==> src/rtl/busTimer.sv <==
// Bus wait cycle counter that flags a timeout
`timescale 1ns/1ns

module busTimer #(
  parameter int TimeoutCycles = 16
) (
  input  logic clk,
  input  logic rstN,
  input  logic run,
  output logic expired
);

  localparam int CntBits = $clog2(TimeoutCycles + 1);

  logic [CntBits-1:0] count;

  assign expired = (count == CntBits'(TimeoutCycles));

  // Clears between cycles, saturates at the limit
  always_ff @(posedge clk or negedge rstN) begin
    if (!rstN) begin
      count <= '0;
    end else if (!run) begin
      count <= '0;
    end else if (!expired) begin
      count <= count + 1'b1;
    end
  end

  // Timeout can only start inside a running bus cycle
  expiredInRun: assert property (@(posedge clk) disable iff (!rstN)
    $rose(expired) |-> run);

endmodule

==> config.mk <==
export PLATFORM = sky130hd
export DESIGN_NAME = busTimer
export DESIGN_NICKNAME = d
export VERILOG_FILES = /design/src/rtl/busTimer.sv
export SDC_FILE = /design/constraint.sdc
export NUM_CORES = 1
export LEC_CHECK = 0
export ABC_CLOCK_PERIOD_IN_PS = 1600
export BUFFER_PORTS_ARGS = -buffer_cell sky130_fd_sc_hd__buf_2
export CAP_MARGIN = 10
export CORE_AREA = 5 5 42 44
export CTS_CLUSTER_DIAMETER = 100
export DETAILED_ROUTE_END_ITERATION = 8
export DIE_AREA = 0 0 47 49
export GPL_ROUTABILITY_DRIVEN = 0
export PLACE_DENSITY = 0.4
export REMOVE_ABC_BUFFERS = 1
export SLEW_MARGIN = 10
export SYNTH_ARGS = -nofsm -noshare
export SYNTH_HDL_FRONTEND = slang
export SYNTH_SLANG_ARGS = --single-unit
export TNS_END_PERCENT = 100
==> constraint.sdc <==
create_clock -name clk -period 1.6 [get_ports clk]
set_input_delay 0.24 -clock clk [delete_from_list [all_inputs] [get_ports clk]]
set_output_delay 0.24 -clock clk [all_outputs]
set_load 0.01 [all_outputs]
---- Word-level counts from Yosys, hierarchy flattened ----
Index checks and enable logic that the tools add are counted.
storage, ports and cells
  flip-flop bits (word level) ............. 5
  output and inout bits ................... 1
  input port bits ......................... 3
  logic and storage cells ................. 6
operators by class
  eq/ne operators ......................... 2
  $add $sub $neg .......................... 1
  mux-type cells .......................... 2
operator list
  kind                   count
  $mux W5                2
  $add A5 B1 Y5 const B  1
  $eq A5 B5 Y1 const B   1
  $ne A2 B2 Y1 const B   1

---- Longest topological paths before layout ----
  word-level depth ........................ 3
  depth in mapped cells ................... 5
  depth with buffers taken out ............ 4

---- Worst setup path after synthesis ----
OpenSTA, ideal clock, no wires.
  kind .................................... register to register
  start ................................... register count[0]
  end ..................................... register count[0]
  cell stages (with the launch flop) ...... 6
  data required time ...................... 1.521 ns
  path slack .............................. 0.363 ns
  library setup time ...................... 0.079 ns
  arrival time ............................ 1.158 ns
  period minus slack after synthesis ...... 1.237 ns
  buffers on the path ..................... 1
  path through ............................ dfrtp_1 inv_1 ha_1 nor4bb_1 buf_4 mux2i_1
between the ends
  elaborated cells between the ends (all ways) .. 5
  those cells by class .................... 1 x add/sub; 2 x eq/ne; 2 x mux
RTL lines
  item                      RTL line  RTL
  start: declaration        15        logic [CntBits-1:0] count;
  start signal: assignment  26        count <= count + 1'b1;
  $eq A5 B5 Y1              17        assign expired = (count == CntBits'(TimeoutCycles));
  via expired               10        output logic expired
  $ne A2 B2 Y1 (no line)    -
The timed path passes the listed nets, and every way through them passes these cells. The select of a mux whose other input is x is not followed.
A chain may end at the register's enable or synchronous reset.

---- Final worst setup path ----
  start ................................... register count[1]
  end ..................................... output expired
between the ends
  cells in the longest elaborated chain, start to end .. 1
RTL lines
  item              RTL line
  $eq A5 B5 Y1      17
  end: declaration  10
Every way passes these cells.

==> results by group <==
Status
  • Status: complete, no violations

Routing
  • DR vias/cell: between 4 and 5
  • DRT Wirelength: between 600 and 700 um
  • Remaining DRCs: 0
  • WL/cell: 11.39 um
  • ANT nets after route: 0
  • Vias: roughly 230
  • 1st-iter DRT viols: 4
  • Initial DRT Pass Iterations: 4

CTS
  • Clock slew at reported path FFs: ~0.050 ns
  • Clk_lat worst skew: between 0.2 and 0.3 ns
  • CTS tree: yes
  • CTS H-Tree Depth: 1
  • Root buffer cell: clkbuf_4
  • Number of CTS-inserted buffers: 3
  • CTS Buffer Depth: 2
  • Sink Count: 5

Logic synthesis
  • Main synth FF type: dfrtp_1
  • Synth unique cells: 11
  • Area share of the largest cell type after synthesis: 0.4484
  • Yosys Warn Count: 0
  • Ys async rst share: 1.000
  • Mapped Cells: 27
  • Synth area leader: dfrtp_1
  • Cell Area, Synth: ~280 um^2
  • Leading cell types by count after synthesis: dfrtp_1, nand2_1, mux2i_1, nand2b_1
  • Sequential share of the synthesized area: 0.4484
  • Avg Cell Area, Syn: 10.33 um^2
  • Ranking of synthesized cells by area: dfrtp_1, mux2i_1, ha_1, nand2_1, nand2b_1
  • Flops & latches, synth: 5
  • EDFF count, synth: 0

Final layout
  • Regs by FF count: count x5
  • Share of layout cells above drive strength 1: 0.2895
  • Biggest register: count
  • Max FFs per register: 5
  • # diodes: 0
  • Layout Nets: 44
  • Area growth, synth to finish: 39.01%

Power
  • Power Dens Cells: 878.5 mW/mm^2
  • LEAKAGE: approximately 0.19 nW
  • Peak supply drop: around 0.28 mV

Timing
  • Slew at the pin closest to its max-slew limit: between 0.2 and 0.25 ns
  • Pins Over Slew Limit: 0
  • Slew HR: 0.8394
  • Tcrit/Tclk final: 0.9370
  • Fin crit period: around 1.5 ns
  • Unrepaired setup endpoints after global routing: false
  • Final Hold Viols: 0
  • Worst setup margin: 0.1008 ns
  • Worst clock skew: approximately 0.0030 ns
  • Hold slack: between 0.3 and 0.4 ns
  • Final setup violating endpoints: 0
  • Peak Freq: 0.6670 GHz

Setup path
  • Crit path DAT: 1.26 ns
  • Crit Path Category: reg -> out
  • CP max FO: 3
  • CP Launch Type: register
  • Worst path required time: roughly 1.4 ns
  • Setup crit end kind: primary output

Floorplanning
  • IO Count: 4
  • Initial Util: 0.1991
  • DIE AREA: 0.002303 mm^2
  • Core area: 0.001401 mm^2
  • Die height: 49 um
  • Chip width: 47 um
  • Row Count: 14

Placed design
  • Dpl hpwl: roughly 410 um
  • Input/output buffers: 3
  • Setup Slack @ Placement: ~0.12 ns

Job
  • Max Cap Viol: 0

GRT
  • Grt total ovfl: 0
  • Largest net degree at the start of global routing: 10
  • Antenna violations before repair: 0
  • Number of global-route vias before repair: 249
  • Global-route wire length before repair: between 1000 and 1500 um
  • Total track usage: 0.06931

Hold path
  • Hold Crit Class: in -> reg
## worst paths after layout
check,slack (ns),cells past startpoint,startpoint,endpoint
setup reg to reg,0.33,5,count[1],count[0]
max in group asynchronous,1.12,2,rstN,count[2]
hold reg to reg,0.56,2,count[4],count[4]
setup / recovery,0.10,4,count[1],expired
hold / removal,0.30,3,run,count[1]
min in group asynchronous,0.34,2,rstN,count[3]
## cells by family after synthesis
| group | synth area share |
|---|---|
| muxes | 0.1435 |
| DFF | 0.4484 |
| xor gates and xnor gates | 0.03140 |
| and+or+nand+nor | 0.2332 |
| buffers and inverters | 0.05383 |
| adders and majority gates | 0.08967 |
## routing by layer
layer / global-route usage / vias up / wire [um]
met5: 0 / - / 0
met1: 0.07127 / 108 / 280
li1: - / 111 / -
met3: 0.04428 / 0 / 42
met2: 0.09502 / 8 / 292
met4: 0.05530 / 0 / 0
## report_power, final
group / switching, W / leakage (nW) / internal (W)
combinational: 0.0000189 / 0.106 / 0.0000259
clock: 0.0000613 / 0.0150 / 0.0000949
sequential: 0.00000664 / 0.0673 / 0.000133
total: 0.0000868 / 0.188 / 0.000254
## critical path, stage by stage, from the launching register on
cell      delay (ns)
dfrtp_1         0.39
inv_1           0.06
ha_1            0.15
nor4bb_4        0.23
buf_2           0.18
## layout make-up
type	count	area [um^2]
Clock buffer	4	26.28
Fill cell	172	1013
Inverter	2	7.507
Timing Repair Buffer	8	55.05
Tap cell	16	20.02
Multi-Input combinational cell	19	153.9
Sequential cell	5	125.1
## what timing repair did
action                                  CTS  global route
endpoints found under the hold margin     5             0
setup buffers                             1             2
pin swaps                                 0             1
gates resized for setup                   2             0
hold buffers                              1             0
endpoints found under the setup margin    1             1
## placed cells by master (no fill, tap or decap)
| cell type | instances |
|---|---|
| dlygate4sd3_1 | 1 |
| buf_2 | 3 |
| buf_4 | 4 |
| mux2i_1 | 4 |
| nand2_1 | 5 |
| nand2b_1 | 3 |
| nor3b_1 | 1 |
| nand3_1 | 2 |
| clkbuf_1 | 1 |
| dfrtp_1 | 5 |
| ha_1 | 2 |
| clkbuf_4 | 3 |
| inv_1 | 2 |
| xnor2_1 | 1 |
| nor4bb_4 | 1 |
## metrics by stage
stage | cell area (um^2) | setup TNS (ns) | instances | power (W) | utilization
after floorplan | 271.5 | -0.1884 | 26 | 0.0001587 | -
after global placement | 314.1 | 0 | 46 | 0.0001687 | 0.2241
after detailed placement | 314.1 | 0 | 46 | 0.0001709 | 0.2241
after CTS | 372.9 | 0 | 52 | 0.0003364 | 0.2661
after global routing | 387.9 | 0 | 54 | 0.0003557 | 0.2768
final | 387.9 | 0 | 54 | 0.0003407 | 0.2768
(Power assumes the default switching activity.)
