==> config.mk <==
export PLATFORM = sky130hd
export DESIGN_NAME = subwordWrite
export DESIGN_NICKNAME = d
export VERILOG_FILES = /design/src/rtl/lsuPkg.sv /design/src/rtl/subwordWrite.sv
export SDC_FILE = /design/constraint.sdc
export NUM_CORES = 1
export LEC_CHECK = 0
export BUFFER_PORTS_ARGS = -buffer_cell sky130_fd_sc_hd__buf_2
export CELL_PAD_IN_SITES_DETAIL_PLACEMENT = 1
export CELL_PAD_IN_SITES_GLOBAL_PLACEMENT = 1
export CORE_MARGIN = 3
export CORE_UTILIZATION = 16
export DETAILED_ROUTE_END_ITERATION = 16
export PLACE_DENSITY = 0.88
export SLEW_MARGIN = 20
export SYNTH_ARGS = -nofsm -noshare
export SYNTH_HDL_FRONTEND = slang
export SYNTH_SLANG_ARGS = --single-unit
==> constraint.sdc <==
create_clock -name vclk -period 0.8
set_input_delay 0.04 -clock vclk [all_inputs]
set_output_delay 0.04 -clock vclk [all_outputs]
set_load 0.05 [all_outputs]
==> src/rtl/lsuPkg.sv <==
// Access size codes and the funct3 union for the load/store data path
package lsuPkg;

  ////////////////////////////////////////
  // Access size
  ////////////////////////////////////////

  // Low two bits of the RISC-V load/store funct3
  typedef enum logic [1:0] {
    byteAcc = 2'b00,
    halfAcc = 2'b01,
    wordAcc = 2'b10,
    dblAcc  = 2'b11
  } accessSizeT;

  ////////////////////////////////////////
  // funct3 decode
  ////////////////////////////////////////

  // Field view, bit 2 marks the unsigned loads (lbu, lhu, lwu)
  typedef struct packed {
    logic       zeroExt;
    accessSizeT size;
  } funct3FieldsT;

  // Same three bits, seen raw or split into fields
  typedef union packed {
    logic [2:0]   raw;
    funct3FieldsT fields;
  } funct3U;

endpackage
==> src/rtl/subwordWrite.sv <==
// Store byte mask generation and store data replication
`timescale 1ns/1ns

module subwordWrite import lsuPkg::*; #(
  parameter int Xlen = 32
) (
  input  funct3U            funct3,
  input  logic [2:0]        adr,
  input  logic [Xlen-1:0]   writeData,
  output logic [Xlen-1:0]   finalWriteData,
  output logic [Xlen/8-1:0] byteMask
);

  localparam int Lanes   = Xlen / 8;
  localparam int OffBits = $clog2(Lanes);

  accessSizeT       effSize;
  logic [Lanes-1:0] baseMask;

  // No doubleword lanes on a 32-bit bus, so sd falls back to a word
  always_comb begin
    effSize = funct3.fields.size;
    if (Xlen == 32 && effSize == dblAcc) begin
      effSize = wordAcc;
    end
  end

  // Lanes covered by the access, before the offset shift
  always_comb begin
    case (effSize)
      byteAcc: baseMask = Lanes'(1);
      halfAcc: baseMask = Lanes'(3);
      wordAcc: baseMask = Lanes'(15);
      default: baseMask = '1;
    endcase
  end

  assign byteMask = baseMask << adr[OffBits-1:0];

  // Copy the low bytes into every lane, the mask picks the right one
  always_comb begin
    case (effSize)
      byteAcc: finalWriteData = {Lanes{writeData[7:0]}};
      halfAcc: finalWriteData = {(Lanes / 2){writeData[15:0]}};
      wordAcc: finalWriteData = {(Lanes / 4){writeData[31:0]}};
      default: finalWriteData = writeData;
    endcase
  end

endmodule

# After elaboration in Yosys (flattened, before gate mapping)
# Index checks and enable logic that the tools add are counted.
[classes] n_addsub=0 mul=0 div_mod_pow=0 magnitude_cmp=0 eq_ne=2 n_shift=1 n_mux=3 n_bitwise=0 reduce_logical=1
[op_table] cell="32-bit case mux with 2 select lines" n=1
[op_table] cell="4-bit case mux with 2 select lines" n=1
[op_table] cell="4-bit by 2-bit << shifter with 4-bit output" n=1
[op_table] cell="2-bit by 1-bit == test with 1-bit output, second input constant" n=1
[op_table] cell="2-bit == test, second input constant" n=1
[op_table] cell="2-bit logical NOT" n=1
[op_table] cell="2-bit 2-to-1 mux" n=1
[totals] regBits=0 latch_bits=0 mem_bits_rw=0 mem_bits_ro=0 in_bits=38 output_inout_bits=36 n_memories=0

# Depth between registers and ports, before layout
# Gate-level depths: netlist of the first run.
[depth] depth_word=5 ltp_mapped=4

# Worst setup path after synthesis of the first run
# Ideal clock, no wire load.
[synth_path] path_type="input to output" start="input funct3[1] (netlist bit)" end="output byteMask[2]" arrival_ns=1.121 slack_ns=-0.361 cell_stages=4 n_path_buf=2 cell_sequence="buf_6 > buf_6 > a211oi_1 > a21oi_1"
[synth_via] elab_chain_cells=5 word_cells_on_any_way=6 cone_classes="eq/ne (2); shift (1); mux (2); reduce/logical (1)"
[synth_rtl] element="start: declaration" line="subwordWrite.sv:7" text="input funct3U funct3,"
[synth_rtl] element="2-bit == test" line="subwordWrite.sv:23" text="if (Xlen == 32 && effSize == dblAcc) begin"
[synth_rtl] element="2-bit 2-to-1 mux (*)" line="subwordWrite.sv:23"
[synth_rtl] element="2-bit by 1-bit == test with 1-bit output / 2-bit logical NOT (equally long branches)" line="subwordWrite.sv:30" text="case (effSize)"
[synth_rtl] element="4-bit case mux with 2 select lines (*)" line="subwordWrite.sv:30"
[synth_rtl] element="4-bit by 2-bit << shifter with 4-bit output (*)" line="subwordWrite.sv:38" text="assign byteMask = baseMask << adr[OffBits-1:0];"
[synth_rtl] element="end: declaration" line="subwordWrite.sv:11" text="output logic [Xlen/8-1:0] byteMask"
# Mark *: on every way between the ends. The rest lies on a longest branch, timed or not.

# Worst setup path in the final report of the first run
[layout_path] start="input funct3[1] (netlist bit)" end="output finalWriteData[13]"
[layout_via] elab_chain_cells=4 word_cells_on_any_way=5 cone_classes="eq/ne (2); mux (2); reduce/logical (1)"
[layout_rtl] element="2-bit == test" line="subwordWrite.sv:23"
[layout_rtl] element="2-bit 2-to-1 mux (*)" line="subwordWrite.sv:23"
[layout_rtl] element="2-bit by 1-bit == test with 1-bit output / 2-bit logical NOT (equally long branches)" line="subwordWrite.sv:42" text="case (effSize)"
[layout_rtl] element="32-bit case mux with 2 select lines (*)" line="subwordWrite.sv:42"
[layout_rtl] element="end: declaration" line="subwordWrite.sv:10" text="output logic [Xlen-1:0] finalWriteData,"
# Marks and branches as above.

==> results.yml, run 1 <==
pwr:
  internal-power_uw: 535
  power_frac_seq: 0
  irDropWorstVdd_mv: 0.412
  power_frac_clock: 0
  p_leak_nw: 0.655
  power.switching_uw: 763
  p_sw_frac: 0.588
  powerDensity_nw_per_um2: 1010
  comb_power_share: 1.000
die:
  die_w_um: 61.2
  coreArea_um2: 2830
  die_area_um2: 3750
  die_h_um: 61.2
  initial_utilization: 0.172
  io_pins: 74
  row_count: 19
cells_and_area:
  instances_no_fill: 164
  antenna_cells_inserted: 0
  final_util: 0.456
  fillerInstances: 328
  nets: 173
  clkbuf_count: 0
  nFlopsAndLatches: 0
  syn2layout_area_growth_pct: 165
  layout-drive-gt1-share: 0.887
  multi_input_area_um2: 531
  regArea_um2: 0
global_routing:
  grt_pass1_vias: 830
  grt_pass1_wl_mm: 3.82
  grt_antenna_before_repair: 0
  grt_max_degree: 15
  overflow: 0
  grt.total_usage: 0.129
sta:
  slew_headroom: 0.824
  layout_worst_path_cycle_share: 1.13
  tns_ns: -0.879
  max_freq_mhz: 1100
  final_hold_viol_count: 0
  max_slew.worst_pin.slew_ns: 0.265
  slew_violations: 0
  whs_ns: 0.406
  rsz0062_at_grt: "yes"
  finalSetupViolCount: 13
  final.setup.worst_slack_ns: -0.106
  period_needed_ns: 0.906
job:
  cap_violations: 0
place:
  dp_worst_setup_slack_ns: -0.242
  dp.cells: 161
  io_buffers: 72
  globalplace.congestion: 0.605
  hpwl_mm: 1.81
critical_path:
  crit_type: "in2out"
  arrival_ns: 0.87
  startpoint_type: "input port"
  cp_slowest_cell: "mux2_4"
  slowest_delay_ns: 0.34
  crit_buf_inv: 2
  cp_top_family: "multiplexers"
  cp.required_ns: 0.76
  crit_fanout: 8
  cp-end-kind: "output port"
  cp_cell_sequence: "buf_12 > nor2_8 > mux2_4 > buf_8"
clock_network:
  cts_hold_repair.buffers: 0
drt:
  finalWirelength_mm: 2.44
  drcViolationCount: 0
  avgViaCountPerCell: 4.63
  wl_per_cell_um: 14.8
  ant_nets: 0
  first_pass_iters: 3
  drtIter0Drc: 15
  num_vias: 760
synthesis:
  ys_seq_area_frac: 0
  avgSynthCellArea_um2: 8.13
  synth_cells: 60
  yosysWarnings: 0
  ys_types: 15
  syn_nets: 98
  syn_area_um2: 488
status:
  status: "finished with violations"
  violations: "setup timing"
worst_hold_path:
  hp-class: "in2out"
## cells in the final DEF, fill, tap and decap left out, drive strengths merged
cell,instances
o21ai,9
nor2,3
nand2,8
buf,85
a211oi,1
nor3,1
a21oi,1
mux2,16
mux2i,8
nand2b,1
## layer usage
metal  vias to the layer above  track usage  part of all wire
met1                       360        0.139              0.33
li1                        357            -                 -
met3                         0       0.0231             0.093
met4                         0            0                 0
met5                         -            0                 0
met2                        43        0.270              0.57
## timing repair
item,in CTS,in global routing
setup buffers,3,1
pin swaps,3,5
endpoints found under the setup margin,27,26
gates resized for setup,78,18
## final cells by class
cell class,count,share of cell area
multi-input combinational,48,0.411
tap,31,0.0300
timing repair buffer,85,0.559
## metrics by stage
stage	power, mW	instance area, um2
3_3_place_gp	0.998	937
6_report	1.30	1290
5_1_grt	1.36	1290
3_5_place_dp	1.01	937
4_1_cts	1.25	1220
2_1_floorplan	0.751	553
## path summary, 6_finish.rpt
path                     start                  to  slack [ns]  cells after the start
setup / recovery     funct3[1]  finalWriteData[13]       -0.11                      4
hold / removal    writeData[4]   finalWriteData[4]        0.41                      2
## kinds of logic after synthesis
| logic type | Yosys count | share of synthesized area |
|---|---|---|
| buffers and inverters | 12 | 0.208 |
| multiplexers | 24 | 0.533 |
| AND/OR/NAND/NOR | 13 | 0.141 |
| AO/OA/AOI/OAI | 11 | 0.118 |
## cells in the mapped netlist
cell | count | share of area
a211oi_1 | 1 | 0.015
a21oi_1 | 1 | 0.010
buf_4 | 8 | 0.12
buf_6 | 2 | 0.046
buf_8 | 1 | 0.031
clkbuf_1 | 1 | 0.0077
mux2_2 | 16 | 0.37
mux2i_1 | 8 | 0.16
nand2_1 | 8 | 0.062
nand2b_1 | 1 | 0.013
nor2_1 | 2 | 0.015
nor2_8 | 1 | 0.041
nor3_1 | 1 | 0.010
o21ai_0 | 1 | 0.010
o21ai_1 | 8 | 0.082
## power by group through the flow
stage               registers (mW)  logic [mW]  clock network, mW
finish                           0        1.30                  0
global route                     0        1.36                  0
CTS                              0        1.25                  0
detailed placement               0        1.01                  0
global placement                 0       0.998                  0
floorplan                        0       0.751                  0
No activity file was read; power rests on OpenSTA's default activity.
==> run 2: changes to the inputs <==
- CORE_MARGIN: 3 -> 2
- CORE_UTILIZATION: 16 -> 18
- PLACE_DENSITY: 0.88 -> 0.93
- clock period: 0.8 -> 1 ns (I/O delays scaled with it)
==> run 2 against run 1 <==
  * The flow now finishes without violations
  * Cell count decreased by 3.0%
  * Sequential cell count unchanged
  * Critical path depth unchanged
  * Sequential share of layout area unchanged
  * Utilization decreased by 8.1 points
  * Critical endpoint is now finalWriteData[8]
  * Largest cell class unchanged
  * Largest power group unchanged
==> results.yml, run 2 (synthesized netlist as in run 1, its figures left out) <==
drt:
  wl_per_cell_um: 13.3
  avgViaCountPerCell: 4.41
  drcViolationCount: 0
  drtIter0Drc: 12
  finalWirelength_mm: 2.12
  ant_nets: 0
  first_pass_iters: 4
  num_vias: 701
die:
  die_h_um: 56.1
  row_count: 18
  coreArea_um2: 2520
  io_pins: 74
  initial_utilization: 0.193
  die_area_um2: 3140
  die_w_um: 56.1
status:
  status: "complete, no violations"
sta:
  finalSetupViolCount: 0
  whs_ns: 0.423
  final_hold_viol_count: 0
  period_needed_ns: 0.981
  tns_ns: 0
  slew_headroom: 0.827
  max_freq_mhz: 1020
  layout_worst_path_cycle_share: 0.981
  max_slew.worst_pin.slew_ns: 0.262
  rsz0062_at_grt: "yes"
  slew_violations: 0
critical_path:
  crit_buf_inv: 2
  cp_slowest_cell: "mux2_2"
  slowest_delay_ns: 0.37
  crit_type: "in2out"
  cp_cell_sequence: "buf_6 > nor2_8 > mux2_2 > buf_6"
  cp_top_family: "multiplexers"
  crit_path_frequent_cell: "buf_6"
  crit_fanout: 19
  arrival_ns: 0.93
  cp-end-kind: "output port"
  startpoint_type: "input port"
  cp.required_ns: 0.95
global_routing:
  grt.total_usage: 0.128
  grt_pass1_vias: 738
  grt_pass1_wl_mm: 3.42
  grt_antenna_before_repair: 0
  grt_max_degree: 20
  overflow: 0
pwr:
  powerDensity_nw_per_um2: 863
  p_leak_nw: 0.518
  irDropWorstVdd_mv: 0.344
cells_and_area:
  most-common-layout-cells: "buf_2 (61), mux2_2 (16), buf_4 (10), buf_6 (9)"
  regArea_um2: 0
  nFlopsAndLatches: 0
  layout-drive-gt1-share: 0.829
  syn2layout_area_growth_pct: 94.1
  nets: 169
  clkbuf_count: 0
  final_common_cell: "buf_2"
  antenna_cells_inserted: 0
place:
  globalplace.congestion: 0.725
  io_buffers: 72
  hpwl_mm: 1.80
clock_network:
  cts_setup_buffers: 0
worst_hold_path:
  hp-class: "in2out"
job:
  cap_violations: 0
run 2: worst paths after layout:
| path | from | to | cells after the start |
|---|---|---|---|
| worst min-delay path | writeData[2] | finalWriteData[2] | 2 |
| worst max-delay path | funct3[1] | finalWriteData[8] | 4 |
run 2: stage by stage:
stage | setup WS [ns] | instances | util | power, mW | cell area, um2
2_1_floorplan | -0.166 | 60 | - | 0.583 | 517
3_3_place_gp | -0.158 | 159 | 0.349 | 0.763 | 881
3_5_place_dp | -0.186 | 159 | 0.349 | 0.778 | 881
4_1_cts | -0.00813 | 159 | 0.373 | 0.821 | 940
5_1_grt | -0.0263 | 159 | 0.375 | 0.859 | 947
6_report | 0.0189 | 159 | 0.375 | 0.817 | 947
run 2: cell type report:
cell class	count	area [um2]
fill	343	1580
tap	30	37.5
multi-input combinational	48	420
timing repair buffer	81	489
run 2: repair_timing:
action,CTS,global route
pin swaps,1,1
hold endpoints to repair,0,0
hold buffers,0,0
gates resized for setup,19,2
setup endpoints to repair,26,10
run 2: per-layer routing:
metal / track usage / share of wire / vias to the layer above
li1: - / - / 347
met1: 0.137 / 0.32 / 318
met2: 0.277 / 0.60 / 36
met3: 0.00930 / 0.075 / 0
met4: 0 / 0 / 0
met5: 0 / 0 / -
run 2: power breakdown:
group,internal [mW],switching [mW]
Sequential,0,0
Clock,0,0
Combinational,0.266,0.551
