<file path="src/rtl/lsuPkg.sv">
// Access size codes and the funct3 union for the load/store data path
package lsuPkg;

  ////////////////////////////////////////
  // Access size
  ////////////////////////////////////////

  // Low two bits of the RISC-V load/store funct3
  typedef enum logic [1:0] {
    byteAcc = 2'b00,
    halfAcc = 2'b01,
    wordAcc = 2'b10,
    dblAcc  = 2'b11
  } accessSizeT;

  ////////////////////////////////////////
  // funct3 decode
  ////////////////////////////////////////

  // Field view, bit 2 marks the unsigned loads (lbu, lhu, lwu)
  typedef struct packed {
    logic       zeroExt;
    accessSizeT size;
  } funct3FieldsT;

  // Same three bits, seen raw or split into fields
  typedef union packed {
    logic [2:0]   raw;
    funct3FieldsT fields;
  } funct3U;

endpackage
</file>
<file path="src/rtl/subwordRead.sv">
// Load byte extraction with sign or zero extension
`timescale 1ns/1ns

module subwordRead import lsuPkg::*; #(
  parameter int Xlen = 32
) (
  input  funct3U          funct3,
  input  logic [2:0]      adr,
  input  logic [Xlen-1:0] busData,
  output logic [Xlen-1:0] loadData
);

  localparam int Lanes   = Xlen / 8;
  localparam int OffBits = $clog2(Lanes);

  accessSizeT      effSize;
  logic [Xlen-1:0] shifted;
  logic [Xlen-1:0] keepMask;
  logic            signBit;

  // ld on a 32-bit bus reads a word
  always_comb begin
    effSize = funct3.fields.size;
    if (Xlen == 32 && effSize == dblAcc) begin
      effSize = wordAcc;
    end
  end

  // Addressed bytes down to bit 0
  assign shifted = busData >> {adr[OffBits-1:0], 3'b000};

  // Bits kept from the bus and the sign bit of that field
  always_comb begin
    case (effSize)
      byteAcc: begin
        keepMask = Xlen'(8'hFF);
        signBit  = shifted[7];
      end
      halfAcc: begin
        keepMask = Xlen'(16'hFFFF);
        signBit  = shifted[15];
      end
      wordAcc: begin
        keepMask = Xlen'(32'hFFFF_FFFF);
        signBit  = shifted[31];
      end
      default: begin
        // Full width, nothing left to extend
        keepMask = '1;
        signBit  = 1'b0;
      end
    endcase
  end

  // Upper bits are ones only for a signed load of a negative value
  assign loadData = (shifted & keepMask)
                  | ((!funct3.fields.zeroExt && signBit) ? ~keepMask : '0);

endmodule

</file>
<file path="config.mk">
export PLATFORM = sky130hd
export DESIGN_NAME = subwordRead
export DESIGN_NICKNAME = d
export VERILOG_FILES = /design/src/rtl/lsuPkg.sv /design/src/rtl/subwordRead.sv
export SDC_FILE = /design/constraint.sdc
export NUM_CORES = 1
export LEC_CHECK = 0
export ABC_AREA = 1
export ABC_CLOCK_PERIOD_IN_PS = 1300
export CAP_MARGIN = 40
export CORE_UTILIZATION = 45
export DETAILED_ROUTE_END_ITERATION = 8
export DONT_BUFFER_PORTS = 1
export PLACE_DENSITY = 0.7
export SYNTH_ARGS = -nofsm -noshare
export SYNTH_HDL_FRONTEND = slang
export SYNTH_SLANG_ARGS = --single-unit
</file>
<file path="constraint.sdc">
create_clock -name vclk -period 1.3
set_clock_uncertainty 0.05 [all_clocks]
set_input_delay 0.13 -clock vclk [all_inputs]
set_output_delay 0.13 -clock vclk [all_outputs]
set_load 0.02 [all_outputs]
</file>
; ---- After elaboration in Yosys (flattened, before gate mapping)
; Index checks and enable logic that the tools add are counted.
[word_totals]
reg_bits = 0
output_inout_bits = 32
word_cells = 14
[op_classes]
n_eq_ne = 3
shifts = 1
mux = 4
bitwise_logic = 3
n_reduce_logical = 3
[op_table]
columns = operator, count
row1 = 32-bit case mux with 2 select lines, 1
row2 = 32-bit bitwise AND, 1
row3 = 32-bit 2-to-1 mux, 1
row4 = 32-bit NOT, 1
row5 = 32-bit bitwise OR, 1
row6 = 32-bit by 5-bit right shift with 32-bit output, 1
row7 = "2-bit equality test, second input constant", 2
row8 = 1-bit case mux with 3 select lines, 1
row9 = "2-bit by 1-bit equality test with 1-bit output, second input constant", 1
row10 = 2-bit logical NOT, 1
row11 = 2-bit 2-to-1 mux, 1
row12 = 1-bit logical AND, 1
row13 = 1-bit logical NOT, 1

; ---- Longest topological paths before layout
; Gate-level depths: netlist of the first run.
[depth]
word_depth = 7
mapped_depth = 9
ltp_nobuf = 8

; ---- Worst setup path before layout of the first run
; No wires, ideal clock.
[synth_path]
path_kind = in2out
startpoint = input port adr[1]
endpoint = output port loadData[10]
t_arrival_ps = 1054
required_time_ps = 1120
path_slack_ps = 66
stages = 6
path_buffers = 1
cell_sequence = buf_6 > nor2_2 > nand2_1 > nand3_2 > nand3_1 > nand2_1
[synth_via]
elab_chain_len = 5
word_cells_on_any_way = 6
cone_classes = 1 x shift / 2 x mux / 2 x bitwise / 1 x reduce/logical
[synth_lines]
columns = element, line_no
row1 = start: declaration, subwordRead.sv:8  ; input logic [2:0] adr,
row2 = 32-bit by 5-bit right shift with 32-bit output *, subwordRead.sv:30  ; assign shifted = busData >> {adr[OffBits-1:0], 3'b000};
row3 = 1-bit case mux with 3 select lines, subwordRead.sv:34  ; case (effSize)
row4 = 1-bit logical AND, subwordRead.sv:57  ; | ((!funct3.fields.zeroExt && signBit) ? ~keepMask : '0);
row5 = 32-bit 2-to-1 mux, subwordRead.sv:57
row6 = 32-bit bitwise OR *, subwordRead.sv:57
row7 = end: declaration, subwordRead.sv:10  ; output logic [Xlen-1:0] loadData
; Mark *: on every way between the ends. The rest lies on a longest branch, timed or not.

; ---- Worst setup path after layout of the first run
[layout_path]
startpoint = input port adr[0]
endpoint = output port loadData[8]
; The elaborated chain is that of the path after synthesis.

==> impl_metrics.toml, run 1 <==
[worst_setup_path]
crit_required_ps = 1120
start_kind = "input pin"
crit_chain = "inv_1, nand2_1, nand3_1, nand3_1, nand3_4, nand3_4, nand2_2"
cp_slowest_cell = "nand3_4"
critPathMaxFanout = 40
worstPathArrival_ps = 1050
crit_path_end_kind = "primary output"
max_stage_delay_ps = 190
criticalPathCategory = "input pin to primary output"

[finish]
fin_util = 0.5666
nClkBuffers = 0
drive_gt1_frac = 0.1494
seqCellArea_sq_um = 0
seq_cells = 0
nets = 214
area_growth_pct = 14.24
num_antenna_cells = 0

[routing]
drt_pass1_iterations = 6
wire_per_inst_microns = 13.24
drtIter0Drc = 49
vias_per_cell = 5.679
vias = 1079
routed_wl_mm = 2.515
drc = 12
ant_nets = 0

[floorplan]
die_w_microns = 43.45
chipHeight_microns = 43.45
start_util = 0.4960
rows = 14
coreArea_sq_mm = 0.001559
die-area_sq_mm = 0.001888
io_pins = 70

[global_routing]
grt_overflow_total = 0
grt_max_degree = 41
grt_pass1_wl_mm = 3.815
antenna_found_initial = 0
grt_pass1_vias = 970
track_usage = 0.2506

[timing]
tightest_slew_ps = 321.5
period_needed_ps = 1235
fin_crit_sh = 0.9497
hold_viol_final = 0
finalSetupViolations = 0
slew_headroom = 0.7856
maxSlewViolCount = 0
fmax_mhz = 810.0
holdWs_ps = 407.2
rsz0062_at_grt = "true"

[pwr]
p_per_area_mw_per_mm2 = 449.8
p_int_uw = 118.5
seq_power_share = 0
p_leak_nw = 0.5533
ir_worst_vdd_mv = 0.2091
combPwrFrac = 1.000
pwr-share-clk = 0
swShare = 0.7018
netSwitchingPower_uw = 278.8
power_uw = 397.4

[yosys]
yosys.area.top_type_share = 0.3495
synth_cells = 173
syn_area_per_cell_sq_um = 4.470
synth_top_area_cell = "nand2_1"
synth_cell_types = 15
synth_nets = 211
ys_seq_area_frac = 0
ys_top_cells_by_area = "nand2_1 35%, inv_1 15%, a21oi_1 9.1%"
syn_area_sq_um = 773.2
yosysWarningCount = 0

[hold_path]
hold_path_class = "input pin to primary output"

[clock_network]
hold_buffers = 0

[run_status]
status = "finished, violations left"
violations = "design-rule violations"

[placed_design]
dp.final_hpwl_mm = 1.803
gp_congestion = 0.7890
port_buffers = 0

[job]
drv_cap = 0
## critical path, delay by kind of cell
kind	cells	cell delay, ps
AND/OR/NAND/NOR	6	840
buffers and inverters	1	80
## cell type report
| cell class | count | area [sq um] |
|---|---|---|
| multi-input cells | 134 | 675.6 |
| fillers | 175 | 675.6 |
| inverters | 30 | 112.6 |
| repair buffers | 10 | 75.07 |
| well taps | 16 | 20.02 |
## cells by family (layout without fill, tap and decap cells)
kind of cell    after synthesis  count (layout)  synth area share
compound gates               35              35            0.2605
buf+inv                      40              40            0.2233
simple gates                 98              99            0.5162
## through the flow
stage                     setup TNS, ps  cells  worst slack [ps]  area, sq um
after CTS                             0    189             30.81        825.8
after detailed placement         -284.9    189            -45.76        808.3
after global routing             -104.1    190            -20.57        883.3
final                                 0    190             65.45        883.3
after global placement           -115.4    189            -18.99        808.3
after floorplan                       0    173             66.43        773.2
## cells in the mapped netlist
master    number
nand2_1       72
inv_1         30
nor2_1        17
a21oi_1       14
o21ai_0       14
o221ai_1       7
nand3_1        5
clkbuf_1       4
buf_2          3
buf_6          2
and2_1         1
buf_4          1
nand3_2        1
nand3_4        1
nor2_2         1
## metal layers
layer / up-vias / wire (microns) / track usage
met5: - / 0 / 0
met4: 0 / 14 / 0.03750
met3: 2 / 184 / 0.02500
met2: 64 / 1303 / 0.5303
met1: 467 / 1012 / 0.2625
li1: 546 / - / -
## layout by cell type, fill, tap and decap left out
master and instances:
nand2_4 2, a21oi_1 14, buf_4 10, nand2_2 7, nor2_1 15, and2_1 1
nand3_1 4, nand2_1 63, inv_1 30, nor2_2 3, nand3_4 4, o221ai_1 7
o21ai_0 14
## power groups by stage
| stage | Clock (mW) | Sequential, mW | Combinational (mW) |
|---|---|---|---|
| 4_1_cts | 0 | 0 | 0.372 |
| 3_3_place_gp | 0 | 0 | 0.353 |
| 6_report | 0 | 0 | 0.397 |
| 2_1_floorplan | 0 | 0 | 0.315 |
| 5_1_grt | 0 | 0 | 0.433 |
| 3_5_place_dp | 0 | 0 | 0.363 |
## final timing paths
check                 depth (start not counted)   start           to  slack (ps)
worst min-delay path                          2  adr[1]  loadData[1]         410
worst max-delay path                          7  adr[0]  loadData[8]          70
## timing repair
item                                    4_1_cts  5_1_grt
setup buffers                                 0        0
endpoints found under the setup margin        8       24
gates cloned                                  0        1
gates resized for setup                       6       11
pin swaps                                     0        1
Note: power is estimated with default switching activity, not from simulation.
==> run 2, diff against run 1 <==
--- a/config.mk
+++ b/config.mk
@@ -8,10 +8,14 @@
 export ABC_AREA = 1
 export ABC_CLOCK_PERIOD_IN_PS = 1300
 export CAP_MARGIN = 40
-export CORE_UTILIZATION = 45
+export CELL_PAD_IN_SITES_DETAIL_PLACEMENT = 1
+export CELL_PAD_IN_SITES_GLOBAL_PLACEMENT = 1
+export CORE_ASPECT_RATIO = 1.5
+export CORE_UTILIZATION = 38
 export DETAILED_ROUTE_END_ITERATION = 8
 export DONT_BUFFER_PORTS = 1
-export PLACE_DENSITY = 0.7
+export GPL_ROUTABILITY_DRIVEN = 1
+export PLACE_DENSITY = 0.94
 export SYNTH_ARGS = -nofsm -noshare
 export SYNTH_HDL_FRONTEND = slang
 export SYNTH_SLANG_ARGS = --single-unit
==> impl_metrics.toml, run 2 (synthesis gave the netlist of run 1 again) <==
[routing]
ant_nets = 0
drt_pass1_iterations = 4
drc = 0
routed_wl_mm = 2.867
vias = 1099
vias_per_cell = 5.579
wire_per_inst_microns = 14.55
drtIter0Drc = 17

[global_routing]
grt_pass1_vias = 1074
track_usage = 0.2575
grt_max_degree = 41
grt_overflow_total = 0
grt_pass1_wl_mm = 4.381
antenna_found_initial = 0

[floorplan]
coreArea_sq_mm = 0.001878
rows = 19
start_util = 0.4117
chipHeight_microns = 57.25
die-area_sq_mm = 0.002223
io_pins = 70
die_w_microns = 38.83

[finish]
finalNonFillerCells = 197
nets = 216
final_cell_area_sq_um = 842.1
drive_gt1_frac = 0.09659
seq_cells = 0
area_growth_pct = 8.900
seqCellArea_sq_um = 0
final_cell_mix = "72 x nand2_1, 30 x inv_1, 17 x nor2_1"
num_antenna_cells = 0
nClkBuffers = 0
fin_util = 0.4484
final_common_cell = "nand2_1"
fillers = 296

[clock_network]
hold_buffers = 0
post-cts-setup-buffers = 0

[worst_setup_path]
crit_path_end_kind = "primary output"
critPathMaxFanout = 4
worstPathArrival_ps = 1050
start_kind = "input pin"
criticalPathCategory = "input pin to primary output"
crit_required_ps = 1120

[pwr]
power_uw = 379.3
p_leak_nw = 0.5637
ir_worst_vdd_mv = 0.1599
p_per_area_mw_per_mm2 = 450.5

[timing]
tightest_slew_ps = 281.5
fmax_mhz = 815.3
layout_setup_ws_ps = 73.40
maxSlewViolCount = 0
rsz0062_at_grt = "true"
holdWs_ps = 401.6
hold_viol_final = 0
period_needed_ps = 1227
finalSetupViolations = 0
tns_ps = 0
slew_headroom = 0.8104
fin_crit_sh = 0.9435

[placed_design]
place_ws_ps = 39.03
dp.cells = 197
dp.final_hpwl_mm = 2.322
gp_congestion = 0.7279
place_area_sq_um = 837.1
port_buffers = 0

[run_status]
status = "complete, no violations"

[job]
drv_cap = 0

[hold_path]
hold_path_class = "input pin to primary output"
run 2: cell types whose count changed in the layout (fill, tap and decap cells not counted):
| cell | change |
|---|---|
| buf_4 | +3 |
| nand2_1 | +9 |
| nand2_2 | -7 |
| nand2_4 | -2 |
| nand3_2 | +2 |
| nand3_4 | -3 |
| nor2_1 | +2 |
| nor2_2 | -2 |
run 2: worst paths after layout:
kind | cells past startpoint | to | slack (ps) | start
worst max-delay path | 10 | loadData[13] | 70 | busData[31]
worst min-delay path | 2 | loadData[4] | 400 | adr[1]
run 2: final cells by class:
type                            count  area, sq um  area share
Multi-Input combinational cell    133        605.6      0.7192
Inverter                           30        112.6      0.1337
Timing Repair Buffer               13        97.59      0.1159
Tap cell                           21        26.28     0.03120
run 2: critical path, stage by stage:
cell and delay, ps:
inv_1 20, nor2_1 120, nand2_1 70, nand2_1 90, nand2_1 70, nand3_2 110
nand3_2 80, buf_4 160, nand2_1 60, buf_4 140
run 2: power by group:
part           switching (mW)  internal, mW
clock network               0             0
logic                   0.266         0.113
registers                   0             0
total                   0.266         0.113
run 2: repair_timing:
| item | 4_1_cts | 5_1_grt |
|---|---|---|
| hold endpoints to repair | 0 | 0 |
| endpoints found under the setup margin | 0 | 17 |
| resized for setup | 0 | 1 |
run 2: routing by layer:
| metal | vias up | global-route usage | share of wire |
|---|---|---|---|
| li1 | 547 | - | - |
| met2 | 40 | 0.5452 | 0.59 |
| met5 | - | 0 | 0 |
| met4 | 0 | 0.01478 | 0.0038 |
| met3 | 3 | 0.02335 | 0.048 |
| met1 | 509 | 0.2524 | 0.36 |
==> run 3, diff against run 2 <==
--- a/config.mk
+++ b/config.mk
@@ -15,7 +15,7 @@
 export DETAILED_ROUTE_END_ITERATION = 8
 export DONT_BUFFER_PORTS = 1
 export GPL_ROUTABILITY_DRIVEN = 1
-export PLACE_DENSITY = 0.94
+export PLACE_DENSITY_LB_ADDON = 0.1
 export SYNTH_ARGS = -nofsm -noshare
 export SYNTH_HDL_FRONTEND = slang
 export SYNTH_SLANG_ARGS = --single-unit
==> impl_metrics.toml, run 3 (synthesis gave the netlist of run 1 again) <==
[job]
drv_cap = 0

[routing]
drt_pass1_iterations = 4
ant_nets = 0
drc = 0
routed_wl_mm = 2.822
vias = 1091
wire_per_inst_microns = 14.25
vias_per_cell = 5.510
drtIter0Drc = 17

[floorplan]
coreArea_sq_mm = 0.001878
die-area_sq_mm = 0.002223
chipHeight_microns = 57.25
rows = 19
die_w_microns = 38.83
start_util = 0.4117
io_pins = 70

[finish]
nets = 217
seqCellArea_sq_um = 0
num_antenna_cells = 0
drive_gt1_frac = 0.2429
seq_cells = 0
final_cell_mix = "48 x nand2_1, 29 x inv_1, 24 x nand2_2"
area_growth_pct = 20.23
nClkBuffers = 0
final_common_cell = "nand2_1"
fillers = 302
finalNonFillerCells = 198

[run_status]
status = "complete, no violations"

[pwr]
pwr-share-clk = 0
seq_power_share = 0
p_leak_nw = 0.5629
ir_worst_vdd_mv = 0.1774
swShare = 0.6842
combPwrFrac = 1.000
p_per_area_mw_per_mm2 = 435.3
p_int_uw = 127.8
netSwitchingPower_uw = 276.9

[timing]
maxSlewViolCount = 0
finalSetupViolations = 0
fin_crit_sh = 0.9142
period_needed_ps = 1188
fmax_mhz = 841.4
slew_headroom = 0.8073
rsz0062_at_grt = "false"
hold_viol_final = 0
tightest_slew_ps = 286.0
tns_ps = 0

[global_routing]
grt_pass1_wl_mm = 4.284
antenna_found_initial = 0
grt_max_degree = 41
grt_pass1_vias = 1057
grt_overflow_total = 0
track_usage = 0.2492

[worst_setup_path]
critPathMaxFanout = 40
crit_family = "simple AND/OR/NAND/NOR gates"
max_stage_delay_ps = 160
worstPathArrival_ps = 1010
criticalPathCategory = "input pin to primary output"
timing.critical_path.mode_cell = "nand2_1"
crit_required_ps = 1120
cp_slowest_cell = "buf_6"
crit_path_end_kind = "primary output"
start_kind = "input pin"
crit_chain = "clkinvlp_4, nand2_1, nand3_1, nand2_1, nand2_1, nand3_2, nand3_2, buf_6, nand2_2"
crit_buf_inv = 2

[placed_design]
dp.final_hpwl_mm = 2.128
port_buffers = 0
gp_congestion = 0.7385
dp.cells = 197

[clock_network]
hold_buffers = 0

[hold_path]
hold_path_class = "input pin to primary output"
-- run 3: cell type report --
| class | instances | area (sq um) | area share |
|---|---|---|---|
| inverters | 30 | 116.4 | 0.1252 |
| well taps | 21 | 26.28 | 0.02826 |
| multi-input cells | 133 | 665.6 | 0.7160 |
| repair buffers | 14 | 121.4 | 0.1306 |
-- run 3: worst paths after layout --
| path | from | to | depth (start not counted) |
|---|---|---|---|
| setup / recovery | adr[0] | loadData[8] | 9 |
| hold / removal | adr[1] | loadData[6] | 2 |
-- run 3: metal layers --
layer	global-route usage	vias up	wire (microns)	part of all wire
met2	0.5167	38	1594	0.56
li1	-	546	-	-
met4	0	0	0	0
met3	0.02724	0	130	0.046
met1	0.2596	507	1097	0.39
met5	0	-	0	0
-- run 3: what timing repair did --
item                       CTS  global route
resized for setup            0            27
buffers inserted             0             1
setup endpoints to repair    0            24
hold endpoints to repair     0             0
-- run 3: power by group through the flow --
stage / Sequential (mW) / Clock [mW] / Combinational [mW]
6_report: 0 / 0 / 0.405
5_1_grt: 0 / 0 / 0.444
3_5_place_dp: 0 / 0 / 0.374
2_1_floorplan: 0 / 0 / 0.315
4_1_cts: 0 / 0 / 0.375
3_3_place_gp: 0 / 0 / 0.363
-- run 3: per-stage QoR --
stage | setup WS (ps) | utilization | hold slack [ps] | cell area (sq um) | power, mW
detailed placement | 15.52 | 0.4457 | 401.0 | 837.1 | 0.3741
floorplan | 66.43 | - | 431.0 | 773.2 | 0.3147
CTS | 11.39 | 0.4457 | 401.3 | 837.1 | 0.3752
finish | 111.5 | 0.4950 | 400.6 | 929.6 | 0.4047
global route | 3.714 | 0.4950 | 407.1 | 929.6 | 0.4436
global placement | 45.68 | 0.4457 | 398.9 | 837.1 | 0.3628
